===== config.mk =====
export PLATFORM = sky130hd
export DESIGN_NAME = addressPath
export DESIGN_NICKNAME = d
export VERILOG_FILES = /design/src/pipePkg.sv /design/src/isaPkg.sv /design/src/addressPath.sv /design/src/exceptionVector.sv /design/src/writeAddrPipe.sv /design/src/readPortHazard.sv /design/src/bankedRegDecode.sv /design/src/regAddrSelect.sv
export VERILOG_INCLUDE_DIRS = /design/src /design/src/src
export SDC_FILE = /design/constraint.sdc
export NUM_CORES = 1
export LEC_CHECK = 0
export ABC_CLOCK_PERIOD_IN_PS = 19880
export BUFFER_PORTS_ARGS = -buffer_cell sky130_fd_sc_hd__buf_2
export CAP_MARGIN = 25
export CORE_MARGIN = 1.5
export CORE_UTILIZATION = 55
export DETAILED_ROUTE_END_ITERATION = 8
export HOLD_SLACK_MARGIN = 0.05
export PLACE_DENSITY = 0.79
export SYNTH_ARGS = -nofsm -noshare
export SYNTH_HDL_FRONTEND = slang
export SYNTH_SLANG_ARGS = --single-unit

===== constraint.sdc =====
create_clock -name clk -period 19.88 [get_ports clk]
set_clock_uncertainty 0.2 [all_clocks]
set_input_delay 2.982 -clock clk [delete_from_list [all_inputs] [get_ports clk]]
set_output_delay 2.982 -clock clk [all_outputs]
set_load 0.1 [all_outputs]

===== src/archConsts.svh =====
`ifndef ARCH_CONSTS_SVH
`define ARCH_CONSTS_SVH

// Register counts
`define ARCH_REGS  16
`define PHYS_REGS  32
`define READ_PORTS 2

// ======================================================================
// Exception vector table
// ======================================================================
`define VEC_BASE           32'h0000_0000
`define VEC_RESET          32'h0000_0000
`define VEC_UNDEF          32'h0000_0004
`define VEC_SWI            32'h0000_0008
`define VEC_PREFETCH_ABORT 32'h0000_000C
`define VEC_DATA_ABORT     32'h0000_0010
`define VEC_IRQ            32'h0000_0018
`define VEC_FIQ            32'h0000_001C

`endif

===== src/pipePkg.sv =====
`include "archConsts.svh"

package pipePkg;

  // ======================================================================
  // Decode control from main controller
  // ======================================================================
  // RA1 source: Rn, PC, Rs or multiply Rm
  typedef enum logic [1:0] {
    ra1Rn,
    ra1Pc,
    ra1Rs,
    ra1MulRm
  } ra1SelT;

  // RA2 source: Rm, Rd (stores) or Rs
  typedef enum logic [1:0] {
    ra2Rm,
    ra2Rd,
    ra2Rs
  } ra2SelT;

  // Destination: Rd, or Rn for multiply
  typedef enum logic {
    destRd,
    destRn
  } destSelT;

  typedef struct packed {
    ra1SelT  ra1Sel;
    ra2SelT  ra2Sel;
    destSelT destSel;
  } decodeCtrlT;

  // ======================================================================
  // Hazard unit interface
  // ======================================================================
  typedef struct packed {
    logic stallE;
    logic stallM;
    logic stallW;
    logic flushW;
  } stageCtlT;

  // Per read port: E vs M, E vs W, D vs E
  typedef struct packed {
    logic matchM;
    logic matchW;
    logic matchDE;
  } portMatchT;

  typedef portMatchT [`READ_PORTS-1:0] hazardMatchT;

endpackage


===== src/isaPkg.sv =====
`include "archConsts.svh"

package isaPkg;

  // Plain widths with an architectural meaning
  typedef logic [$clog2(`ARCH_REGS)-1:0] archRegT;
  typedef logic [`PHYS_REGS-1:0]         physSelT;
  typedef logic [31:0]                   instrT;
  typedef logic [31:0]                   addrT;
  typedef logic [11:0]                   cpsrLowT;

  // ARM mode field encodings in CPSR bits 4:0
  typedef enum logic [4:0] {
    modeUser = 5'b10000,
    modeFiq  = 5'b10001,
    modeIrq  = 5'b10010,
    modeSvc  = 5'b10011,
    modeAbt  = 5'b10111,
    modeUnd  = 5'b11011,
    modeSys  = 5'b11111
  } modeT;

  // Pending exceptions seen in writeback
  typedef struct packed {
    logic reset;
    logic undef;
    logic swi;
    logic prefetchAbort;
    logic dataAbort;
    logic irq;
    logic fiq;
  } excFlagsT;

  // Mode from CPSR; anything not a legal mode acts as user
  function automatic modeT modeOf(cpsrLowT cpsr);
    case (cpsr[4:0])
      modeFiq, modeIrq, modeSvc, modeAbt, modeUnd, modeSys: modeOf = modeT'(cpsr[4:0]);
      default: modeOf = modeUser;
    endcase
  endfunction

  // Architectural number to one-hot physical select
  function automatic physSelT physRegOf(archRegT arch, modeT mode);
    int unsigned first;
    int unsigned base;
    int unsigned idx;
    // First banked register and where its bank starts
    case (mode)
      modeFiq: begin
        first = 8;
        base  = 16;
      end
      modeIrq: begin
        first = 13;
        base  = 23;
      end
      modeSvc: begin
        first = 13;
        base  = 25;
      end
      modeAbt: begin
        first = 13;
        base  = 27;
      end
      modeUnd: begin
        first = 13;
        base  = 29;
      end
      default: begin
        // User and sys share the base set
        first = `ARCH_REGS;
        base  = 0;
      end
    endcase
    idx = 32'(arch);
    // R15 never banked
    if (idx >= first && idx != `ARCH_REGS - 1) begin
      idx = base + idx - first;
    end
    physRegOf = physSelT'(1) << idx;
  endfunction

endpackage


===== src/addressPath.sv =====
`timescale 1ns/10ps
`include "archConsts.svh"

module addressPath
  import isaPkg::*;
  import pipePkg::*;
(
  input  logic        clk,
  input  logic        rstN,
  // From controller
  input  instrT       instrD,
  input  decodeCtrlT  decodeCtrl,
  input  cpsrLowT     cpsr,
  input  logic        swiE,
  input  instrT       instrE,
  input  logic        writeMultLoE,
  input  excFlagsT    excFlagsW,
  // From hazard unit
  input  stageCtlT    stageCtl,
  // To register file
  output physSelT     ra1D,
  output physSelT     ra2D,
  output physSelT     wa3W,
  // To hazard unit
  output hazardMatchT hazardMatch,
  // To fetch
  output addrT        vectorPcNextF,
  output logic        exceptionSelectW
);

  archRegT                   ra1Arch;
  archRegT                   ra2Arch;
  archRegT                   destArch;
  physSelT [`READ_PORTS-1:0] readSel;
  physSelT                   wa3D;
  physSelT                   wa3E;
  physSelT                   wa3M;

  // ======================================================================
  // Decode
  // ======================================================================
  regAddrSelect uSelect (
    .instrD   (instrD),
    .ctrl     (decodeCtrl),
    .ra1Arch  (ra1Arch),
    .ra2Arch  (ra2Arch),
    .destArch (destArch)
  );

  bankedRegDecode uBanked (
    .ra1Arch  (ra1Arch),
    .ra2Arch  (ra2Arch),
    .destArch (destArch),
    .cpsr     (cpsr),
    .swiE     (swiE),
    .readSel  (readSel),
    .wa3D     (wa3D)
  );

  assign ra1D = readSel[0];
  assign ra2D = readSel[1];

  // ======================================================================
  // Execute through writeback
  // ======================================================================
  writeAddrPipe uWritePipe (
    .clk          (clk),
    .rstN         (rstN),
    .stage        (stageCtl),
    .wa3D         (wa3D),
    .instrE       (instrE),
    .cpsr         (cpsr),
    .writeMultLoE (writeMultLoE),
    .wa3E         (wa3E),
    .wa3M         (wa3M),
    .wa3W         (wa3W)
  );

  // One checker per read port
  for (genvar p = 0; p < `READ_PORTS; p++) begin : gPort
    readPortHazard uHazard (
      .clk    (clk),
      .rstN   (rstN),
      .stallE (stageCtl.stallE),
      .raD    (readSel[p]),
      .wa3E   (wa3E),
      .wa3M   (wa3M),
      .wa3W   (wa3W),
      .match  (hazardMatch[p])
    );
  end

  // Exception redirect, sits near fetch
  exceptionVector uVector (
    .excFlagsW        (excFlagsW),
    .vectorPcNextF    (vectorPcNextF),
    .exceptionSelectW (exceptionSelectW)
  );

endmodule


===== src/exceptionVector.sv =====
`timescale 1ns/10ps
`include "archConsts.svh"

module exceptionVector
  import isaPkg::*;
(
  input  excFlagsT excFlagsW,
  output addrT     vectorPcNextF,
  output logic     exceptionSelectW
);

  // Any pending exception redirects fetch
  assign exceptionSelectW = |excFlagsW;

  // ARM priority: reset, dabt, fiq, irq, pabt, und, swi
  always_comb begin
    if (excFlagsW.reset) begin
      vectorPcNextF = `VEC_BASE + `VEC_RESET;
    end else if (excFlagsW.dataAbort) begin
      vectorPcNextF = `VEC_BASE + `VEC_DATA_ABORT;
    end else if (excFlagsW.fiq) begin
      vectorPcNextF = `VEC_BASE + `VEC_FIQ;
    end else if (excFlagsW.irq) begin
      vectorPcNextF = `VEC_BASE + `VEC_IRQ;
    end else if (excFlagsW.prefetchAbort) begin
      vectorPcNextF = `VEC_BASE + `VEC_PREFETCH_ABORT;
    end else if (excFlagsW.undef) begin
      vectorPcNextF = `VEC_BASE + `VEC_UNDEF;
    end else if (excFlagsW.swi) begin
      vectorPcNextF = `VEC_BASE + `VEC_SWI;
    end else begin
      // Nothing pending
      vectorPcNextF = '0;
    end
  end

endmodule


===== src/writeAddrPipe.sv =====
`timescale 1ns/10ps

module writeAddrPipe
  import isaPkg::*;
  import pipePkg::*;
(
  input  logic     clk,
  input  logic     rstN,
  input  stageCtlT stage,
  input  physSelT  wa3D,
  input  instrT    instrE,
  input  cpsrLowT  cpsr,
  input  logic     writeMultLoE,
  output physSelT  wa3E,
  output physSelT  wa3M,
  output physSelT  wa3W
);

  physSelT wa3ERaw;
  physSelT rdLoE;

  // ======================================================================
  // Execute
  // ======================================================================
  always_ff @(posedge clk) begin
    if (!rstN) begin
      wa3ERaw <= '0;
    end else if (!stage.stallE) begin
      wa3ERaw <= wa3D;
    end
  end

  // RdLo of long multiply, bits 15:12 of instrE
  // Banked with current CPSR mode
  assign rdLoE = physRegOf(instrE[15:12], modeOf(cpsr));

  // Second write of long multiply takes over
  assign wa3E = writeMultLoE ? rdLoE : wa3ERaw;

  // ======================================================================
  // Memory
  // ======================================================================
  always_ff @(posedge clk) begin
    if (!rstN) begin
      wa3M <= '0;
    end else if (!stage.stallM) begin
      wa3M <= wa3E;
    end
  end

  // ======================================================================
  // Writeback
  // ======================================================================
  // Flush beats stall
  always_ff @(posedge clk) begin
    if (!rstN) begin
      wa3W <= '0;
    end else if (stage.flushW) begin
      wa3W <= '0;
    end else if (!stage.stallW) begin
      wa3W <= wa3M;
    end
  end

endmodule


===== src/readPortHazard.sv =====
`timescale 1ns/10ps

module readPortHazard
  import isaPkg::*;
  import pipePkg::*;
(
  input  logic      clk,
  input  logic      rstN,
  input  logic      stallE,
  input  physSelT   raD,
  input  physSelT   wa3E,
  input  physSelT   wa3M,
  input  physSelT   wa3W,
  output portMatchT match
);

  physSelT raE;

  // Execute copy of read select
  always_ff @(posedge clk) begin
    if (!rstN) begin
      raE <= '0;
    end else if (!stallE) begin
      raE <= raD;
    end
  end

  // Forwarding matches from memory and writeback
  // Zero select means no register, never a match
  assign match.matchM = (raE == wa3M) && (raE != '0);
  assign match.matchW = (raE == wa3W) && (raE != '0);

  // Load-use check, decode read vs execute write
  assign match.matchDE = (raD == wa3E) && (raD != '0);

endmodule


===== src/bankedRegDecode.sv =====
`timescale 1ns/10ps
`include "archConsts.svh"

module bankedRegDecode
  import isaPkg::*;
(
  input  archRegT                     ra1Arch,
  input  archRegT                     ra2Arch,
  input  archRegT                     destArch,
  input  cpsrLowT                     cpsr,
  input  logic                        swiE,
  output physSelT [`READ_PORTS-1:0]   readSel,
  output physSelT                     wa3D
);

  modeT effMode;

  // ======================================================================
  // Effective mode for decode lookups
  // ======================================================================
  // SWI in execute has not yet switched CPSR
  // so decode must already see svc bank
  always_comb begin
    if (swiE) begin
      effMode = modeSvc;
    end else begin
      // Illegal encodings fall back to user
      effMode = modeOf(cpsr);
    end
  end

  // ======================================================================
  // Banked lookups
  // ======================================================================
  // Read ports
  always_comb begin
    readSel[0] = physRegOf(ra1Arch, effMode);
    readSel[1] = physRegOf(ra2Arch, effMode);
  end

  // Write port, carried down the pipe
  assign wa3D = physRegOf(destArch, effMode);

endmodule


===== src/regAddrSelect.sv =====
`timescale 1ns/10ps
`include "archConsts.svh"

module regAddrSelect
  import isaPkg::*;
  import pipePkg::*;
(
  input  instrT      instrD,
  input  decodeCtrlT ctrl,
  output archRegT    ra1Arch,
  output archRegT    ra2Arch,
  output archRegT    destArch
);

  // Read port 1
  always_comb begin
    case (ctrl.ra1Sel)
      ra1Rn:    ra1Arch = instrD[19:16];
      // PC is always R15
      ra1Pc:    ra1Arch = archRegT'(`ARCH_REGS - 1);
      // Register-shifted register operand
      ra1Rs:    ra1Arch = instrD[11:8];
      ra1MulRm: ra1Arch = instrD[3:0];
      default:  ra1Arch = instrD[19:16];
    endcase
  end

  // Read port 2
  always_comb begin
    case (ctrl.ra2Sel)
      ra2Rm:   ra2Arch = instrD[3:0];
      // Store data comes from Rd
      ra2Rd:   ra2Arch = instrD[15:12];
      ra2Rs:   ra2Arch = instrD[11:8];
      default: ra2Arch = instrD[3:0];
    endcase
  end

  // Multiplies write the Rn field as destination
  always_comb begin
    case (ctrl.destSel)
      destRd:  destArch = instrD[15:12];
      destRn:  destArch = instrD[19:16];
      default: destArch = instrD[15:12];
    endcase
  end

endmodule


### Word-level counts from Yosys, hierarchy flattened

Cells that the tools add are included.

* add/subtract/negate cells: 8
* $lt $le $gt $ge: 4
* equal/unequal tests: 31
* shift-type cells: 4
* muxes and demuxes: 21
* bitwise gates (word level): 2
* reduce and logical (&&, ||, !) cells: 20

Operator list (count)
* two-way mux 32 bit: 11
* equality test 32 bit: 6
* nonzero test 32 bit: 4
* left shift 1 x 32 -> 32 bit, first input constant: 4
* subtractor 32 x 5 -> 32 bit: 4
* equality test 5 bit, second input constant: 16
* one-hot mux 5 bit (5 select lines): 2
* adder 5 x 4 -> 6 bit: 4
* greater-or-equal comparator 4 x 5 -> 1 bit: 4
* one-hot mux 5 bit (2 select lines): 2
* inequality test 4 bit, second input constant: 4
* one-hot mux 4 bit (2 select lines): 2
* one-hot mux 4 bit (4 select lines): 1
* logical AND 1 bit: 10
* two-way mux 5 bit: 2
* OR reduction 4 bit: 2
* OR reduction 7 bit: 1
* equality test 2 bit, second input constant: 3
* OR reduction 6 bit: 1
* equality test 2 x 1 -> 1 bit, second input constant: 2
* two-way mux 4 bit: 1
* zero test 2 bit: 1
* inverter 1 bit: 2
* OR reduction 2 bit: 1

* register bits: 160
* input port bits: 96
* output and inout bits: 135
* logic and storage cells: 95

### Depth between registers and ports, before layout

* depth after elaboration: 13
* mapped depth: 25
* mapped depth without buffers: 24

### Modules after synthesis

From an unflattened synthesis, not the netlist that was laid out.

* cell total of the unflattened synthesis: 1331
* area, all modules: 11931.4 µm²

By module, submodules not included
* readPortHazard: times used 2, cells each 254, area an instance 2423.6 µm², seq. area each 640.6 µm²
* writeAddrPipe: times used 1, cells each 452, area an instance 4435.5 µm², seq. area each 1921.8 µm²
* bankedRegDecode: times used 1, cells each 302, area an instance 2130.8 µm², seq. area each 0.0 µm²
* exceptionVector: times used 1, cells each 40, area an instance 287.8 µm², seq. area each 0.0 µm²
* regAddrSelect: times used 1, cells each 29, area an instance 230.2 µm², seq. area each 0.0 µm²

### Worst setup path after synthesis

Ideal clock, no wire load.

* path type: input-to-output
* start: in cpsr[2]
* end: out hazardMatch[0] (netlist bit)
* arrival time: 11366 ps
* required time: 16698 ps
* setup slack: 5332 ps
* stages on the path: 24
* path buffers: 1
* cell sequence: buf_6 a21boi_0 o21a_1 nor2_1 inv_1 ha_1 fa_1 a21o_1 a21oi_1 ha_1 or2_2 o211ai_1 a21oi_1 ha_1 nor2b_1 nand2_1 or4b_2 o2111ai_2 and2_1 nor2b_1 mux2i_1 o221ai_1 o2111ai_1 nor4_2

RTL lines
* start: declaration: line addressPath.sv:13 `input cpsrLowT cpsr,`
* end: declaration: line addressPath.sv:25 `output hazardMatchT hazardMatch,`

==> results.md <==
Route:
- The routed layout has around 13000 vias.
- The wire length per cell after detailed routing is 21.7 um.
- The first TritonRoute pass finished after 6 iterations.
- The detail route stage leaves a number of antenna-violating nets equal to 0.
- In the routed design, unresolved DRC markers number 0.
- The via density per instance is around 6.3.
- For this block, the initial DRC count from the detailed router was 1559.
- The detailed-route wire length is 44400 um.

Logic synthesis:
- The dominant register cell in the synthesized netlist is sky130_fd_sc_hd__dfxtp_1.
- After synthesis, the share of flip-flops with an asynchronous set or reset is 0.
- The largest total area in the synthesized netlist belongs to sky130_fd_sc_hd__dfxtp_1.
- The netlist uses around 90 different library cells.
- The sequential fraction of the synthesis area is 0.248.
- The post-synthesis average cell area is 7.99 sq um.
- In this run, synthesis inferred 0 flip-flops with an integrated enable.
- In the post-synthesis netlist, the biggest area contributors are sky130_fd_sc_hd__dfxtp_1 (25%), sky130_fd_sc_hd__xor2_1 (9.7%), sky130_fd_sc_hd__ha_1 (5.7%).
- The number of register bits inferred by synthesis is 160.
- Of the post-synthesis cell area, the dominant cell type holds 0.248.
- The cell area that synthesis handed to floorplanning was about 13000 sq um.
- The Yosys step of the flow raised 0 warnings.
- The cell count after synthesis came out at between 1500 and 2000.

Cells and area:
- The fraction of layout instances using a drive strength above 1 is 0.139.
- The count of antenna diodes in the layout is 0.
- Fill cells in the final layout number 2081.
- After the last flow step, the layout net total stands at 1877.
- The area overhead of the layout relative to synthesis is 11.1%.
- The final design instance area without fill is 14300 sq um.

Clocking:
- The longest clock path from root to sink contains 2 buffers.
- The maximum level of the CTS H-tree is 4.
- The number of buffers added by the clock tree synthesis step is 17.
- At the later pin of the worst-skew pair, clock insertion delay measures 0.43 ns.
- Clock-pin slew was measured on the worst setup and hold paths at 0.07 ns.
- The CTS sink count is 160.
- The cts-stage hold buffer count is 0.
- TritonCTS built the clock tree.
- The tree is rooted in a sky130_fd_sc_hd__clkbuf_16.
- The post-CTS setup-driven buffer insertion count is 0.
- The post-cts sizing count is 0.

Critical path:
- The worst register-to-register path begins at uWritePipe.wa3ERaw[14].
- By startpoint and endpoint, the worst setup path is classified as in -> out.
- Data arrives at the worst endpoint at between 10 and 15 ns.
- Across all register-to-register paths, the minimum setup slack is 17.91 ns.
- On the worst path, the slowest cell contributes a delay of 0.62 ns.
- The slowest stage cell on the critical path is sky130_fd_sc_hd__or4b_2.
- The kind of cell with the highest combined delay along the critical path is simple AND/OR/NAND/NOR gates.
- STA classifies the critical path startpoint as an input port.
- The count of buffering cells on the critical path with inverters included is 4.
- Along the worst path, the maximum fanout reaches 18.
- In this run the critical register-to-register path is captured at uWritePipe.wa3M[14].
- The data required time of the critical path is 16.70 ns.
- Measured in cells, the most critical reg-to-reg path has a length of 4.
- The kind of end point of the critical path is an output pin.

STA:
- The worst pin sits at a relative slew slack of 0.285.
- The upper clock frequency limit is 73.3 MHz.
- The share of the clock period used by the worst path after layout is 0.687.
- The routed design could run at a clock period as short as 13.65 ns.
- For the pin with the worst max-slew slack, the measured transition is 1.07 ns.
- Setup repair after global routing left no endpoint under its margin.
- The number of failing hold endpoints at the final stage is 0.
- The number of setup violations in the final report is 0.
- The final-report max-slew violation count came to 0.
- The sum of negative setup slack is 0 ns.

Global routing:
- The total global routing track utilization is 0.363.
- The number of global-route vias before repair is 11952.
- The initial antenna violation count is 0.
- After global routing the overflow that remains totals 0.
- Entering global routing, the biggest net connects 130 pins.
- The first global-routing pass estimated 67600 um of wire.

Power:
- For this design the static power due to leakage is 6.60 nW.
- The power density of the placed cells is 77.2 nW/um^2.
- Across the VDD grid, the largest voltage drop is just over 0.05 mV.

Die:
- The core region area is roughly 23000 sq um.
- The die area is 24400 sq um.
- The width of the chip is roughly 160 um.
- The initial standard-cell utilization of the core is 0.565.
- The number of top-level pins is 231.
- The cell row count is 55.
- The floorplan step set the die height to 156 um.

Worst hold path:
- The path class of the lowest-slack min-delay path is reg -> reg.
- The worst hold path was traced through 2 stages.
- The startpoint identified for the worst hold timing path is uWritePipe.wa3ERaw[16].
- The worst-case hold path end point is uWritePipe.wa3ERaw[16].

Run status:
- The run finished with clean final reports.

Placed design:
- The final HPWL from detailed placement is 33200 um.
- The number of I/O port buffers is 150.
- The weighted congestion reported at the end of routability-driven placement is ~1.0.
- After detailed placement, the total cell area comes to 13800 sq um.

Job:
- The number of maximum-capacitance constraint violations is 0.
==> cells by family after synthesis <==
family                     synth area share
AOI/OAI and AO/OA                     0.188
xor gates and xnor gates              0.124
adders and majority gates            0.0634
buffers and inverters                0.0547
DFF                                   0.248
muxes                                0.0512
other                              0.000291
and+or+nand+nor                       0.270
==> worst register-to-register path: stages, from the launching register on <==
cell	delay [ns]
sky130_fd_sc_hd__dfxtp_1	0.32
sky130_fd_sc_hd__a32o_1	0.22
sky130_fd_sc_hd__a31oi_1	0.78
sky130_fd_sc_hd__o21ai_0	0.15
sky130_fd_sc_hd__and2_1	0.19
==> cells in the mapped netlist, drive strengths merged, types with 10 or more instances <==
cell type	count
clkbuf	66
a22oi	44
o21ai	51
inv	38
nor2	151
nor3	87
o211a	15
nand3	20
a21o	11
nand4	25
nand2b	27
xor2	143
mux2i	57
ha	59
nand2	73
and2	30
nor4	60
a21oi	100
xnor2	37
nor2b	104
dfxtp	160
a211oi	10
buf	47
nor3b	13
==> routing by layer <==
metal / part of all wire / global-route usage
met2: 0.45 / 0.586
met3: 0.10 / 0.0756
met5: 0 / 0
met1: 0.40 / 0.468
met4: 0.041 / 0.157
==> report_power, final <==
part | total (mW) | internal [mW] | switching (mW)
clock | 0.314 | 0.164 | 0.150
combinational | 0.455 | 0.126 | 0.329
sequential | 0.338 | 0.327 | 0.0117
total | 1.11 | 0.616 | 0.491
==> layout make-up <==
type,count,area (sq um),share of cell area
Inverter,39,146,0.0102
Multi-Input combinational cell,1331,9110,0.635
Clock inverter,15,125,0.00873
Timing Repair Buffer,169,936,0.0653
Sequential cell,160,3200,0.223
Tap cell,313,392,0.0273
Clock buffer,17,425,0.0297
==> state kept, by name, indices dropped and copies added, names as in the netlist <==
name                count
gPort.uHazard.raE      64
uWritePipe.wa3ERaw     32
uWritePipe.wa3W        32
uWritePipe.wa3M        32
==> per-stage QoR <==
stage               power [mW]  hold slack [ns]  std cells  setup WS (ns)   util
floorplan                0.699            0.298       1643           5.33      -
global placement         0.781            0.315       2009           6.49  0.601
detailed placement       0.788            0.327       2010           6.35  0.602
CTS                       1.10            0.344       2042           6.33  0.626
global route              1.15            0.363       2044           5.85  0.628
finish                    1.11            0.340       2044           6.23  0.628
==> worst max-delay path by stage <==
stage / endpoint / depth (start not counted) / from
after global routing: hazardMatch[0] / 22 / cpsr[2]
after detailed placement: hazardMatch[0] / 26 / cpsr[0]
after global placement: hazardMatch[0] / 26 / cpsr[0]
after CTS: hazardMatch[0] / 26 / cpsr[0]
final: hazardMatch[0] / 26 / cpsr[0]
after floorplan: hazardMatch[0] / 24 / cpsr[2]
==> placed cells by master, fill, tap and decap left out, types with 29 or more instances in the layout <==
| cell | count |
|---|---|
| sky130_fd_sc_hd__nor3_1 | 86 |
| sky130_fd_sc_hd__inv_1 | 37 |
| sky130_fd_sc_hd__nand2_1 | 73 |
| sky130_fd_sc_hd__buf_2 | 149 |
| sky130_fd_sc_hd__nor4_1 | 59 |
| sky130_fd_sc_hd__xor2_1 | 143 |
| sky130_fd_sc_hd__a21oi_1 | 100 |
| sky130_fd_sc_hd__nor2b_1 | 103 |
| sky130_fd_sc_hd__a22oi_1 | 44 |
| sky130_fd_sc_hd__mux2i_1 | 57 |
| sky130_fd_sc_hd__dfxtp_1 | 160 |
| sky130_fd_sc_hd__conb_1 | 29 |
| sky130_fd_sc_hd__o21ai_0 | 46 |
| sky130_fd_sc_hd__xnor2_1 | 37 |
| sky130_fd_sc_hd__and2_1 | 30 |
| sky130_fd_sc_hd__nor2_1 | 151 |
| sky130_fd_sc_hd__ha_1 | 59 |
Note: power is estimated with default switching activity, not from simulation.
